[config.mk]
export PLATFORM = sky130hd
export DESIGN_NAME = controller_flat
export DESIGN_NICKNAME = d
export VERILOG_FILES = /design/src/hw/riscv_isa_pkg.sv /design/src/hw/riscv_ctrl_pkg.sv /design/src/hw/core_ctrl_if.sv /design/src/hw/controller.sv /design/src/flat_wrapper.sv
export SDC_FILE = /design/constraint.sdc
export NUM_CORES = 1
export LEC_CHECK = 0
export ABC_CLOCK_PERIOD_IN_PS = 1100
export BUFFER_PORTS_ARGS = -buffer_cell sky130_fd_sc_hd__buf_2
export CORE_AREA = 2 2 39 41
export DETAILED_ROUTE_END_ITERATION = 12
export DIE_AREA = 0 0 41 43
export PLACE_DENSITY = 0.67
export SLEW_MARGIN = 20
export SYNTH_ARGS = -nofsm -noshare
export SYNTH_HDL_FRONTEND = slang
export SYNTH_HIERARCHICAL = 1
export SYNTH_SLANG_ARGS = --single-unit
[constraint.sdc]
create_clock -name vclk -period 1.1
set_clock_uncertainty 0.1 [all_clocks]
set_input_delay 0.11 -clock vclk [all_inputs]
set_output_delay 0.11 -clock vclk [all_outputs]
set_load 0.02 [all_outputs]
[src/hw/riscv_isa_pkg.sv]
package riscv_isa_pkg;

    // ~~~~~~~~~~~~~~~~~~~~~~~~~~~~~~~~~~~~~~~~~~~~~~~~~~~~~~~~~~~
    // base word types
    // ~~~~~~~~~~~~~~~~~~~~~~~~~~~~~~~~~~~~~~~~~~~~~~~~~~~~~~~~~~~

    // a raw 32-bit instruction as fetched from the instruction memory.
    typedef logic [31:0] instr_t;

    // one data word of the rv32 integer register file and the data bus.
    typedef logic [31:0] xlen_t;

    // ~~~~~~~~~~~~~~~~~~~~~~~~~~~~~~~~~~~~~~~~~~~~~~~~~~~~~~~~~~~
    // field positions inside an instruction word
    // ~~~~~~~~~~~~~~~~~~~~~~~~~~~~~~~~~~~~~~~~~~~~~~~~~~~~~~~~~~~

    // each field is given by its lowest bit and its width.
    localparam int unsigned opcode_lsb = 0;
    localparam int unsigned opcode_w   = 7;
    localparam int unsigned rd_lsb     = 7;
    localparam int unsigned funct3_lsb = 12;
    localparam int unsigned funct3_w   = 3;
    localparam int unsigned rs1_lsb    = 15;
    localparam int unsigned rs2_lsb    = 20;
    localparam int unsigned funct7_lsb = 25;
    localparam int unsigned funct7_w   = 7;

    // all three register specifiers share this width.
    localparam int unsigned reg_addr_w = 5;

    // ~~~~~~~~~~~~~~~~~~~~~~~~~~~~~~~~~~~~~~~~~~~~~~~~~~~~~~~~~~~
    // opcodes of the supported subset
    // ~~~~~~~~~~~~~~~~~~~~~~~~~~~~~~~~~~~~~~~~~~~~~~~~~~~~~~~~~~~

    localparam logic [6:0] op_load   = 7'b0000011;
    localparam logic [6:0] op_imm    = 7'b0010011;
    localparam logic [6:0] op_store  = 7'b0100011;
    localparam logic [6:0] op_reg    = 7'b0110011;
    localparam logic [6:0] op_branch = 7'b1100011;
    localparam logic [6:0] op_jal    = 7'b1101111;

    // funct3 codes of the arithmetic and logic group.
    localparam logic [2:0] f3_add_sub = 3'b000;
    localparam logic [2:0] f3_or      = 3'b110;
    localparam logic [2:0] f3_and     = 3'b111;

    // funct7 with bit 30 set turns an add into a subtract.
    localparam logic [6:0] f7_sub = 7'b0100000;

endpackage

[src/hw/riscv_ctrl_pkg.sv]
package riscv_ctrl_pkg;

    // ~~~~~~~~~~~~~~~~~~~~~~~~~~~~~~~~~~~~~~~~~~~~~~~~~~~~~~~~~~~
    // alu operation
    // ~~~~~~~~~~~~~~~~~~~~~~~~~~~~~~~~~~~~~~~~~~~~~~~~~~~~~~~~~~~

    // the four operations the alu can perform.
    typedef enum logic [1:0] {
        alu_op_add = 2'b00,
        alu_op_sub = 2'b01,
        alu_op_or  = 2'b10,
        alu_op_and = 2'b11
    } alu_op_t;

    // ~~~~~~~~~~~~~~~~~~~~~~~~~~~~~~~~~~~~~~~~~~~~~~~~~~~~~~~~~~~
    // datapath select encodings
    // ~~~~~~~~~~~~~~~~~~~~~~~~~~~~~~~~~~~~~~~~~~~~~~~~~~~~~~~~~~~

    // second alu operand comes from rs2 or from the extended immediate.
    typedef enum logic {
        alu_src_reg     = 1'b0,
        alu_src_ext_imm = 1'b1
    } alu_src_t;

    // value written back to the destination register.
    typedef enum logic [1:0] {
        res_src_alu_out   = 2'b00,
        res_src_read_data = 2'b01,
        res_src_pc_plus_4 = 2'b10
    } result_src_t;

    // next program counter is sequential or pc relative.
    typedef enum logic {
        pc_src_plus_4   = 1'b0,
        pc_src_plus_off = 1'b1
    } pc_src_t;

    // instruction format that holds the immediate.
    typedef enum logic [1:0] {
        imm_src_itype = 2'b00,
        imm_src_stype = 2'b01,
        imm_src_btype = 2'b10,
        imm_src_jtype = 2'b11
    } imm_src_t;

endpackage

[src/hw/core_ctrl_if.sv]
`timescale 1ns/1ps

// control bundle between the decoder and the datapath.
// everything here is combinational and settles within one cycle.
interface core_ctrl_if;

    // decoder outputs.
    logic                        reg_we;
    riscv_ctrl_pkg::alu_src_t    alu_src;
    riscv_ctrl_pkg::result_src_t result_src;
    riscv_ctrl_pkg::pc_src_t     pc_src;
    riscv_ctrl_pkg::imm_src_t    imm_src;
    riscv_ctrl_pkg::alu_op_t     alu_ctrl;

    // flag returned from the datapath, used to resolve beq.
    logic                        alu_zero;

    // the decoder side drives selects and reads the flag.
    modport ctrl (
        output reg_we, alu_src, result_src, pc_src, imm_src, alu_ctrl,
        input  alu_zero
    );

    // the datapath side consumes selects and returns the flag.
    modport dp (
        input  reg_we, alu_src, result_src, pc_src, imm_src, alu_ctrl,
        output alu_zero
    );

endinterface

[src/hw/controller.sv]
`timescale 1ns/1ps

// picks the alu operation from the opcode and the function fields.
module alu_dec (
    input  logic [6:0]              op,
    input  logic [2:0]              func3,
    input  logic [6:0]              func7,
    output riscv_ctrl_pkg::alu_op_t alu_ctrl
);
    // operation implied by funct3 for the arithmetic group.
    riscv_ctrl_pkg::alu_op_t arith_op;

    always_comb begin
        case (func3)
            riscv_isa_pkg::f3_add_sub: begin
                // only register forms may subtract. an addi whose immediate
                // carries the subtract pattern in its top bits must still add.
                if (op == riscv_isa_pkg::op_reg && func7 == riscv_isa_pkg::f7_sub) begin
                    arith_op = riscv_ctrl_pkg::alu_op_sub;
                end else begin
                    arith_op = riscv_ctrl_pkg::alu_op_add;
                end
            end
            riscv_isa_pkg::f3_or:  arith_op = riscv_ctrl_pkg::alu_op_or;
            riscv_isa_pkg::f3_and: arith_op = riscv_ctrl_pkg::alu_op_and;
            default:               arith_op = riscv_ctrl_pkg::alu_op_add;
        endcase
    end

    // loads, stores and jal compute addresses, beq compares by subtracting.
    always_comb begin
        case (op)
            riscv_isa_pkg::op_reg,
            riscv_isa_pkg::op_imm:    alu_ctrl = arith_op;
            riscv_isa_pkg::op_branch: alu_ctrl = riscv_ctrl_pkg::alu_op_sub;
            default:                  alu_ctrl = riscv_ctrl_pkg::alu_op_add;
        endcase
    end
endmodule

// main decoder, turns the fetched instruction into datapath controls.
module controller (
    input  riscv_isa_pkg::instr_t instr,
    output logic                  mem_we,
    core_ctrl_if.ctrl             ctl
);
    // one row of the decode table.
    typedef struct packed {
        logic                        reg_we;
        logic                        mem_we;
        riscv_ctrl_pkg::alu_src_t    alu_src;
        riscv_ctrl_pkg::result_src_t result_src;
        riscv_ctrl_pkg::pc_src_t     pc_src;
        riscv_ctrl_pkg::imm_src_t    imm_src;
    } ctrl_word_t;

    logic [6:0]              op;
    logic [2:0]              func3;
    logic [6:0]              func7;
    riscv_ctrl_pkg::pc_src_t beq_pc_src;
    ctrl_word_t              ctrls;

    assign op    = instr[riscv_isa_pkg::opcode_lsb +: riscv_isa_pkg::opcode_w];
    assign func3 = instr[riscv_isa_pkg::funct3_lsb +: riscv_isa_pkg::funct3_w];
    assign func7 = instr[riscv_isa_pkg::funct7_lsb +: riscv_isa_pkg::funct7_w];

    alu_dec u_alu_dec (
        .op       (op),
        .func3    (func3),
        .func7    (func7),
        .alu_ctrl (ctl.alu_ctrl)
    );

    // the branch is taken when rs1 minus rs2 is zero.
    always_comb begin
        if (ctl.alu_zero) begin
            beq_pc_src = riscv_ctrl_pkg::pc_src_plus_off;
        end else begin
            beq_pc_src = riscv_ctrl_pkg::pc_src_plus_4;
        end
    end

    // unused fields in a row hold harmless values. an unknown opcode
    // writes nothing and falls through to the next word.
    always_comb begin
        case (op)
            //                          reg_we mem_we alu_src
            //                          result_src pc_src imm_src
            riscv_isa_pkg::op_load:   ctrls = '{1'b1, 1'b0, riscv_ctrl_pkg::alu_src_ext_imm,
                riscv_ctrl_pkg::res_src_read_data, riscv_ctrl_pkg::pc_src_plus_4,
                riscv_ctrl_pkg::imm_src_itype};
            riscv_isa_pkg::op_imm:    ctrls = '{1'b1, 1'b0, riscv_ctrl_pkg::alu_src_ext_imm,
                riscv_ctrl_pkg::res_src_alu_out, riscv_ctrl_pkg::pc_src_plus_4,
                riscv_ctrl_pkg::imm_src_itype};
            riscv_isa_pkg::op_store:  ctrls = '{1'b0, 1'b1, riscv_ctrl_pkg::alu_src_ext_imm,
                riscv_ctrl_pkg::res_src_alu_out, riscv_ctrl_pkg::pc_src_plus_4,
                riscv_ctrl_pkg::imm_src_stype};
            riscv_isa_pkg::op_reg:    ctrls = '{1'b1, 1'b0, riscv_ctrl_pkg::alu_src_reg,
                riscv_ctrl_pkg::res_src_alu_out, riscv_ctrl_pkg::pc_src_plus_4,
                riscv_ctrl_pkg::imm_src_itype};
            riscv_isa_pkg::op_branch: ctrls = '{1'b0, 1'b0, riscv_ctrl_pkg::alu_src_reg,
                riscv_ctrl_pkg::res_src_alu_out, beq_pc_src,
                riscv_ctrl_pkg::imm_src_btype};
            riscv_isa_pkg::op_jal:    ctrls = '{1'b1, 1'b0, riscv_ctrl_pkg::alu_src_reg,
                riscv_ctrl_pkg::res_src_pc_plus_4, riscv_ctrl_pkg::pc_src_plus_off,
                riscv_ctrl_pkg::imm_src_jtype};
            default:                  ctrls = '{1'b0, 1'b0, riscv_ctrl_pkg::alu_src_reg,
                riscv_ctrl_pkg::res_src_alu_out, riscv_ctrl_pkg::pc_src_plus_4,
                riscv_ctrl_pkg::imm_src_itype};
        endcase
    end

    assign ctl.reg_we     = ctrls.reg_we;
    assign mem_we         = ctrls.mem_we;
    assign ctl.alu_src    = ctrls.alu_src;
    assign ctl.result_src = ctrls.result_src;
    assign ctl.pc_src     = ctrls.pc_src;
    assign ctl.imm_src    = ctrls.imm_src;
endmodule

[src/flat_wrapper.sv]
// flat-port wrapper written by rule: the top's interface ports become plain ports
module controller_flat 
  (instr, mem_we, ctl_reg_we, ctl_alu_src, ctl_result_src, ctl_pc_src, ctl_imm_src, ctl_alu_ctrl, ctl_alu_zero);
  core_ctrl_if ctl_i ();
  input  riscv_isa_pkg::instr_t instr;
  output logic mem_we;
  output wire logic [$bits(ctl_i.reg_we)-1:0] ctl_reg_we;
  output wire logic [$bits(ctl_i.alu_src)-1:0] ctl_alu_src;
  output wire logic [$bits(ctl_i.result_src)-1:0] ctl_result_src;
  output wire logic [$bits(ctl_i.pc_src)-1:0] ctl_pc_src;
  output wire logic [$bits(ctl_i.imm_src)-1:0] ctl_imm_src;
  output wire logic [$bits(ctl_i.alu_ctrl)-1:0] ctl_alu_ctrl;
  input wire logic [$bits(ctl_i.alu_zero)-1:0] ctl_alu_zero;
  assign ctl_reg_we = ctl_i.reg_we;
  assign ctl_alu_src = ctl_i.alu_src;
  assign ctl_result_src = ctl_i.result_src;
  assign ctl_pc_src = ctl_i.pc_src;
  assign ctl_imm_src = ctl_i.imm_src;
  assign ctl_alu_ctrl = ctl_i.alu_ctrl;
  assign ctl_i.alu_zero = ctl_alu_zero;
  controller u_core (.instr(instr), .mem_we(mem_we), .ctl(ctl_i));
endmodule
==> results of run 1 <==
-- stage by stage --
step,utilization,hold slack [ns],area [um2]
6_report,0.384,0.405,532
5_1_grt,0.384,0.433,532
4_1_cts,0.350,0.430,484
3_5_place_dp,0.318,0.463,440
3_3_place_gp,0.318,0.455,440
2_1_floorplan,-,0.203,205
-- cell usage after synthesis, drive strengths merged --
| cell | n | share of area |
|---|---|---|
| or2 | 1 | 0.031 |
| nor4b | 1 | 0.043 |
| nor4 | 1 | 0.031 |
| o22ai | 1 | 0.031 |
| a41oi | 1 | 0.043 |
| and3 | 1 | 0.031 |
| o2bb2ai | 1 | 0.073 |
| and4 | 1 | 0.055 |
| nand3 | 2 | 0.049 |
| nand2 | 3 | 0.055 |
| a21oi | 3 | 0.073 |
| nor2b | 2 | 0.098 |
| and4bb | 1 | 0.061 |
| nor2 | 5 | 0.091 |
| and2b | 1 | 0.037 |
| nand4 | 1 | 0.10 |
| nor3 | 3 | 0.098 |
-- per-layer routing --
metal / up-vias / share of wire / GRT usage
met5: - / 0 / 0
met4: 0 / 0 / 0
met3: 0 / 0.094 / 0
met2: 17 / 0.52 / 0.184
met1: 157 / 0.38 / 0.0854
li1: 190 / - / -
-- worst max-delay path by stage --
| stage | slack, ns | end | cells after the start | from |
|---|---|---|---|---|
| 4_1_cts | -0.09 | ctl_alu_ctrl[0] | 5 | instr[3] |
| 2_1_floorplan | 0.007 | ctl_result_src[0] | 3 | instr[3] |
| 6_report | -0.08 | ctl_alu_ctrl[0] | 5 | instr[2] |
| 5_1_grt | -0.10 | ctl_alu_ctrl[0] | 5 | instr[2] |
| 3_5_place_dp | -0.14 | ctl_alu_ctrl[0] | 5 | instr[2] |
| 3_3_place_gp | -0.13 | ctl_alu_ctrl[0] | 5 | instr[2] |
-- layout make-up --
type | instances | area share
multi-input cells | 29 | 0.461
repair buffers | 38 | 0.501
well taps | 16 | 0.0376
-- kinds of logic (layout without fill, tap and decap cells) --
family          Yosys count  in the layout  share of synthesized area
compound gates            6              6                      0.219
buf+inv                   0             38                          0
simple gates             23             23                      0.781
-- report_power, final --
| part | total (mW) | internal (mW) | switching (mW) |
|---|---|---|---|
| Combinational | 0.138 | 0.0800 | 0.0583 |
| Clock | 0 | 0 | 0 |
| Sequential | 0 | 0 | 0 |
-- worst max-delay path: cells and delay by family --
family	cells	cell delay, ns
AND/OR/NAND/NOR	2	0.52
AO/OA/AOI/OAI	1	0.11
buffers and inverters	2	0.23
-- repair_timing --
action	CTS	global route
endpoints found under the hold margin	0	0
pin swaps	5	4
endpoints found under the setup margin	7	8
resized for setup	12	13
==> reports/metrics.yaml, run 1 <==
final_layout:
  most-common-layout-cells: "18 x buf_2, 14 x buf_4, 5 x buf_6, 5 x nor2_1, 3 x nand2_1"
  drive_gt1_frac: 0.761
  syn_to_final_growth_pct: 159
  num-clock-buffers: 0
  fillers: 147
  final_common_cell: "buf_2"
  fin_nets: 102
  multi_input_area_um2: 245
  antenna_cells: 0
  flops_and_latches: 0
  sequential_cell_area_um2: 0
  stdcell_count: 83
die:
  rows: 14
  chipHeight_um: 43
  pin_count: 43
  core-area_um2: 1380
  initial_core_util: 0.148
  die_width_um: 41
  dieArea_um2: 1760
critical_path:
  path_max_fanout: 3
  critPathLaunchType: "primary input"
  crit_type: "primary input to primary output"
  max_stage_delay_ns: 0.30
  required_ns: 0.89
  path_cells: "buf_6 -> and4bb_1 -> and4_4 -> o2bb2ai_2 -> buf_6"
  cp_slowest_cell: "and4bb_1"
  worstSetupEndpointType: "primary output"
  critical_path_arrival_ns: 0.97
  critPathMostFrequentCell: "buf_6"
route:
  first_pass_iters: 2
  post_drt_via_cell_ratio: 4.39
  route.detailed.drc: 0
  detail-route-antenna-nets: 0
  drt_iter0_markers: 3
  wl_per_cell_um: 9.35
  drt_wl_total_um: 776
  num_vias: 364
placed_design:
  dp.cells: 83
  dpl.hpwl_um: 656
  place_ws_ns: -0.139
  place.port_buffers: 28
  place_congestion: 0.672
power_and_ir_drop:
  leakage_nw: 0.255
  p_total_mw: 0.138
  ir_drop_uv: 105
  power.density_nw_per_um2: 260
sta:
  max_freq_ghz: 0.849
  setup_tns_ns: -0.0823
  setup_ws_ns: -0.0775
  finalCritPeriodShare: 1.07
  worstMarginPinSlew_ns: 0.205
  grt_setup_unrepaired: "true"
  slew_viol_final: 0
  finalSetupViolCount: 3
  slew_headroom: 0.862
  finalHoldViolations: 0
  period_minus_slack_ns: 1.18
global_route:
  grt_pass1_wl_um: 1120
  grt_max_degree: 7
  antenna_found_initial: 0
  grt_overflow: 0
  track_usage: 0.0859
  grt_pass1_vias: 310
hold_path:
  holdPathEnd: "ctl_result_src[0]"
  worstHoldStart: "instr[4]"
  hold_depth: 3
  hold_class: "primary input to primary output"
synthesis:
  synth.distinct_cells: 19
  syn_area_um2: 205
  syn_area_per_cell_um2: 7.08
  synthCells: 29
  yosysWarningCount: 6
  synth_fp_nets: 62
  ys_seq_area_frac: 0
run_status:
  violations: "negative setup slack"
  status: "complete, but fails checks"
cts:
  cts_hold_buf: 0
  postCtsSetupRepairBufs: 0
job:
  max_cap_violations: 0
(Power assumes the default switching activity.)
==> run 2, diff against run 1 <==
- ABC_CLOCK_PERIOD_IN_PS: 1100 -> 1000
- PLACE_DENSITY: 0.67 -> 0.69
- clock period: 1.1 -> 1 ns (I/O delays scaled with it)
==> reports/metrics.yaml, run 2 (synthesized netlist as in run 1, its figures left out) <==
route:
  post_drt_via_cell_ratio: 4.63
  drt_iter0_markers: 7
  num_vias: 389
  route.detailed.drc: 0
  first_pass_iters: 4
  drt_wl_total_um: 887
  detail-route-antenna-nets: 0
  wl_per_cell_um: 10.6
hold_path:
  hold_class: "primary input to primary output"
  hold_depth: 3
  holdPathEnd: "mem_we"
  worstHoldStart: "instr[6]"
critical_path:
  path_max_fanout: 3
  worstSetupEndpointType: "primary output"
  crit_type: "primary input to primary output"
  required_ns: 0.80
  critPathBufInv: 2
  critical_path_arrival_ns: 0.96
  cp_slowest_cell: "and4bb_1"
  max_stage_delay_ns: 0.29
  critPathTopFamily: "simple AND/OR/NAND/NOR gates"
  path_cells: "buf_6 -> and4bb_1 -> and4_4 -> o2bb2ai_4 -> buf_6"
  critPathMostFrequentCell: "buf_6"
  critPathLaunchType: "primary input"
global_route:
  track_usage: 0.0919
  grt_pass1_wl_um: 1230
  grt_pass1_vias: 357
  grt_overflow: 0
  grt_max_degree: 7
  antenna_found_initial: 0
sta:
  max_freq_ghz: 0.865
  slew_viol_final: 0
  finalHoldViolations: 0
  setup_tns_ns: -0.433
  slew_headroom: 0.816
  worstMarginPinSlew_ns: 0.275
  period_minus_slack_ns: 1.16
  finalSetupViolCount: 7
  grt_setup_unrepaired: "true"
  finalCritPeriodShare: 1.16
  holdWs_ns: 0.406
  setup_ws_ns: -0.156
placed_design:
  place_ws_ns: -0.240
  dpl.hpwl_um: 683
  dp.cells: 82
  place.port_buffers: 28
  post_dp_cell_area_um2: 455
  place_congestion: 0.744
final_layout:
  flops_and_latches: 0
  fin_nets: 103
  syn_to_final_growth_pct: 194
  sequential_cell_area_um2: 0
  stdcell_count: 84
  fin_util: 0.436
  antenna_cells: 0
  num-clock-buffers: 0
  drive_gt1_frac: 0.824
  stdcell_area_um2: 603
  most-common-layout-cells: "16 x buf_4, 15 x buf_2, 6 x buf_6, 4 x nor2_1"
  final_common_cell: "buf_4"
run_status:
  status: "complete, but fails checks"
  violations: "negative setup slack"
die:
  chipHeight_um: 43
  pin_count: 43
  dieArea_um2: 1760
  rows: 14
  die_width_um: 41
  core-area_um2: 1380
  initial_core_util: 0.148
power_and_ir_drop:
  power.density_nw_per_um2: 289
  leakage_nw: 0.274
  p_total_mw: 0.174
  ir_drop_uv: 140
job:
  max_cap_violations: 0
==> run 2: changes by cell type in the layout (fill, tap and decap cells not counted), sizes merged <==
cell	delta
buf	+1
==> run 2: tightest hold or removal path: cells and delay by family <==
family	cells	cell delay, ns
buf+inv	2	0.26
simple gates	1	0.05
==> run 2: cell type report <==
class	count	area, um2
fill	144	781
multi-input combinational	29	290
tap	16	20.0
timing repair buffer	39	293
==> run 2: worst max-delay path by stage <==
stage	cells after the start	slack (ns)	start	to
CTS	5	-0.17	instr[3]	ctl_alu_ctrl[0]
detailed placement	5	-0.24	instr[2]	ctl_alu_ctrl[0]
global placement	5	-0.24	instr[2]	ctl_alu_ctrl[0]
global route	5	-0.18	instr[3]	ctl_alu_ctrl[0]
floorplan	3	0.005	instr[2]	ctl_alu_ctrl[0]
finish	5	-0.16	instr[3]	ctl_alu_ctrl[0]
==> run 2: timing repair <==
action                                  CTS  global route
pin swaps                                 8             6
hold buffers                              0             0
resized for setup                        22            12
endpoints found under the setup margin   10            10
buffers inserted                          1             1
==> run 2: power by group <==
part | internal, mW | total (mW) | switching [mW]
registers | 0 | 0 | 0
clock network | 0 | 0 | 0
logic | 0.0983 | 0.174 | 0.0758
total | 0.0983 | 0.174 | 0.0758
==> run 2: metal layers <==
metal  vias to the layer above  part of all wire  wire length, um  GRT usage
met1                       180              0.38              335     0.0981
li1                        193                 -                -          -
met5                         -                 0                0          0
met3                         0             0.081               72          0
met4                         0                 0                0          0
met2                        16              0.54              479      0.191
==> run 3, diff against run 2 <==
- ABC_CLOCK_PERIOD_IN_PS: 1000 -> 1500
- PLACE_DENSITY: 0.69 -> 0.67
- clock period: 1 -> 1.5 ns (I/O delays scaled with it)
==> reports/metrics.yaml, run 3 (synthesized netlist as in run 1, its figures left out) <==
sta:
  slew_headroom: 0.818
  finalHoldViolations: 0
  worstMarginPinSlew_ns: 0.269
  grt_setup_unrepaired: "false"
  finalCritPeriodShare: 0.882
  setup_tns_ns: 0
  slew_viol_final: 0
  period_minus_slack_ns: 1.32
  max_freq_ghz: 0.756
  finalSetupViolCount: 0
final_layout:
  drive_gt1_frac: 0.596
  most-common-layout-cells: "28 x buf_2, 5 x nor2_1, 3 x nand2_1, 3 x a21oi_1"
  flops_and_latches: 0
  fillers: 163
  final_common_cell: "buf_2"
  num-clock-buffers: 0
  sequential_cell_area_um2: 0
  fin_nets: 92
  syn_to_final_growth_pct: 78.0
  stdcell_count: 73
  antenna_cells: 0
route:
  first_pass_iters: 2
  post_drt_via_cell_ratio: 4.55
  drt_iter0_markers: 2
  route.detailed.drc: 0
  drt_wl_total_um: 712
  wl_per_cell_um: 9.75
  num_vias: 332
  detail-route-antenna-nets: 0
hold_path:
  worstHoldStart: "instr[5]"
  hold_class: "primary input to primary output"
critical_path:
  required_ns: 1.25
  cp_slowest_cell: "and4bb_1"
  critPathBufInv: 2
  critPathTopFamily: "simple AND/OR/NAND/NOR gates"
  worstSetupStartpoint: "instr[2]"
  path_cells: "buf_2 -> and4bb_1 -> and4_4 -> o2bb2ai_2 -> buf_2"
  critPathLaunchType: "primary input"
  path_max_fanout: 6
  crit_type: "primary input to primary output"
  critical_path_arrival_ns: 1.07
  critPathMostFrequentCell: "buf_2"
  max_stage_delay_ns: 0.29
  worstSetupEndpointType: "primary output"
power_and_ir_drop:
  power.density_nw_per_um2: 177
  ir_drop_uv: 60.6
  leakage_nw: 0.189
cts:
  cts_hold_buf: 0
  cts_resized: 0
  postCtsSetupRepairBufs: 0
die:
  dieArea_um2: 1760
  chipHeight_um: 43
  initial_core_util: 0.148
  pin_count: 43
  rows: 14
  core-area_um2: 1380
  die_width_um: 41
placed_design:
  place_congestion: 0.645
  dpl.hpwl_um: 630
  dp.cells: 73
  place.port_buffers: 28
job:
  max_cap_violations: 0
global_route:
  grt_overflow: 0
  grt_pass1_wl_um: 1110
  antenna_found_initial: 0
  grt_max_degree: 7
  grt_pass1_vias: 282
  track_usage: 0.0839
run_status:
  status: "finished, final reports clean"
-- run 3: cell count changes in the layout (fill, tap and decap cells not counted), sizes merged --
cell / previous run / this run
buf: 39 / 28
-- run 3: final timing paths --
path                  slack, ns                end  depth (start not counted)
worst max-delay path       0.18    ctl_alu_ctrl[0]                          5
worst min-delay path       0.51  ctl_result_src[0]                          3
-- run 3: worst min-delay path: cells and delay by family --
kind	cells	cell delay [ns]
and+or+nand+nor	1	0.05
buffers and inverters	2	0.26
-- run 3: layer usage --
metal	up-vias	GRT usage	wire length, um
met5	-	0	0
li1	173	-	-
met3	0	0	78
met2	17	0.153	313
met4	0	0	0
met1	142	0.111	320
-- run 3: metrics by stage --
stage          instance area [um2]  hold slack (ns)  total power [mW]   util  setup WS, ns
3_5_place_dp                   365            0.506            0.0651  0.264         0.164
4_1_cts                        365            0.506            0.0653  0.264         0.163
3_3_place_gp                   365            0.502            0.0635  0.264         0.174
5_1_grt                        365            0.520            0.0729  0.264        0.0181
6_report                       365            0.507            0.0646  0.264         0.177
2_1_floorplan                  205            0.283            0.0245      -         0.327
-- run 3: where the power goes --
part           leakage, nW  total [mW]  internal [mW]  switching (mW)
clock                    0           0              0               0
combinational        0.189      0.0646         0.0307          0.0338
sequential               0           0              0               0
-- run 3: layout make-up --
type	count	area, um2	share of cell area
timing repair buffer	28	140	0.384
tap	16	20.0	0.0548
multi-input combinational	29	205	0.562
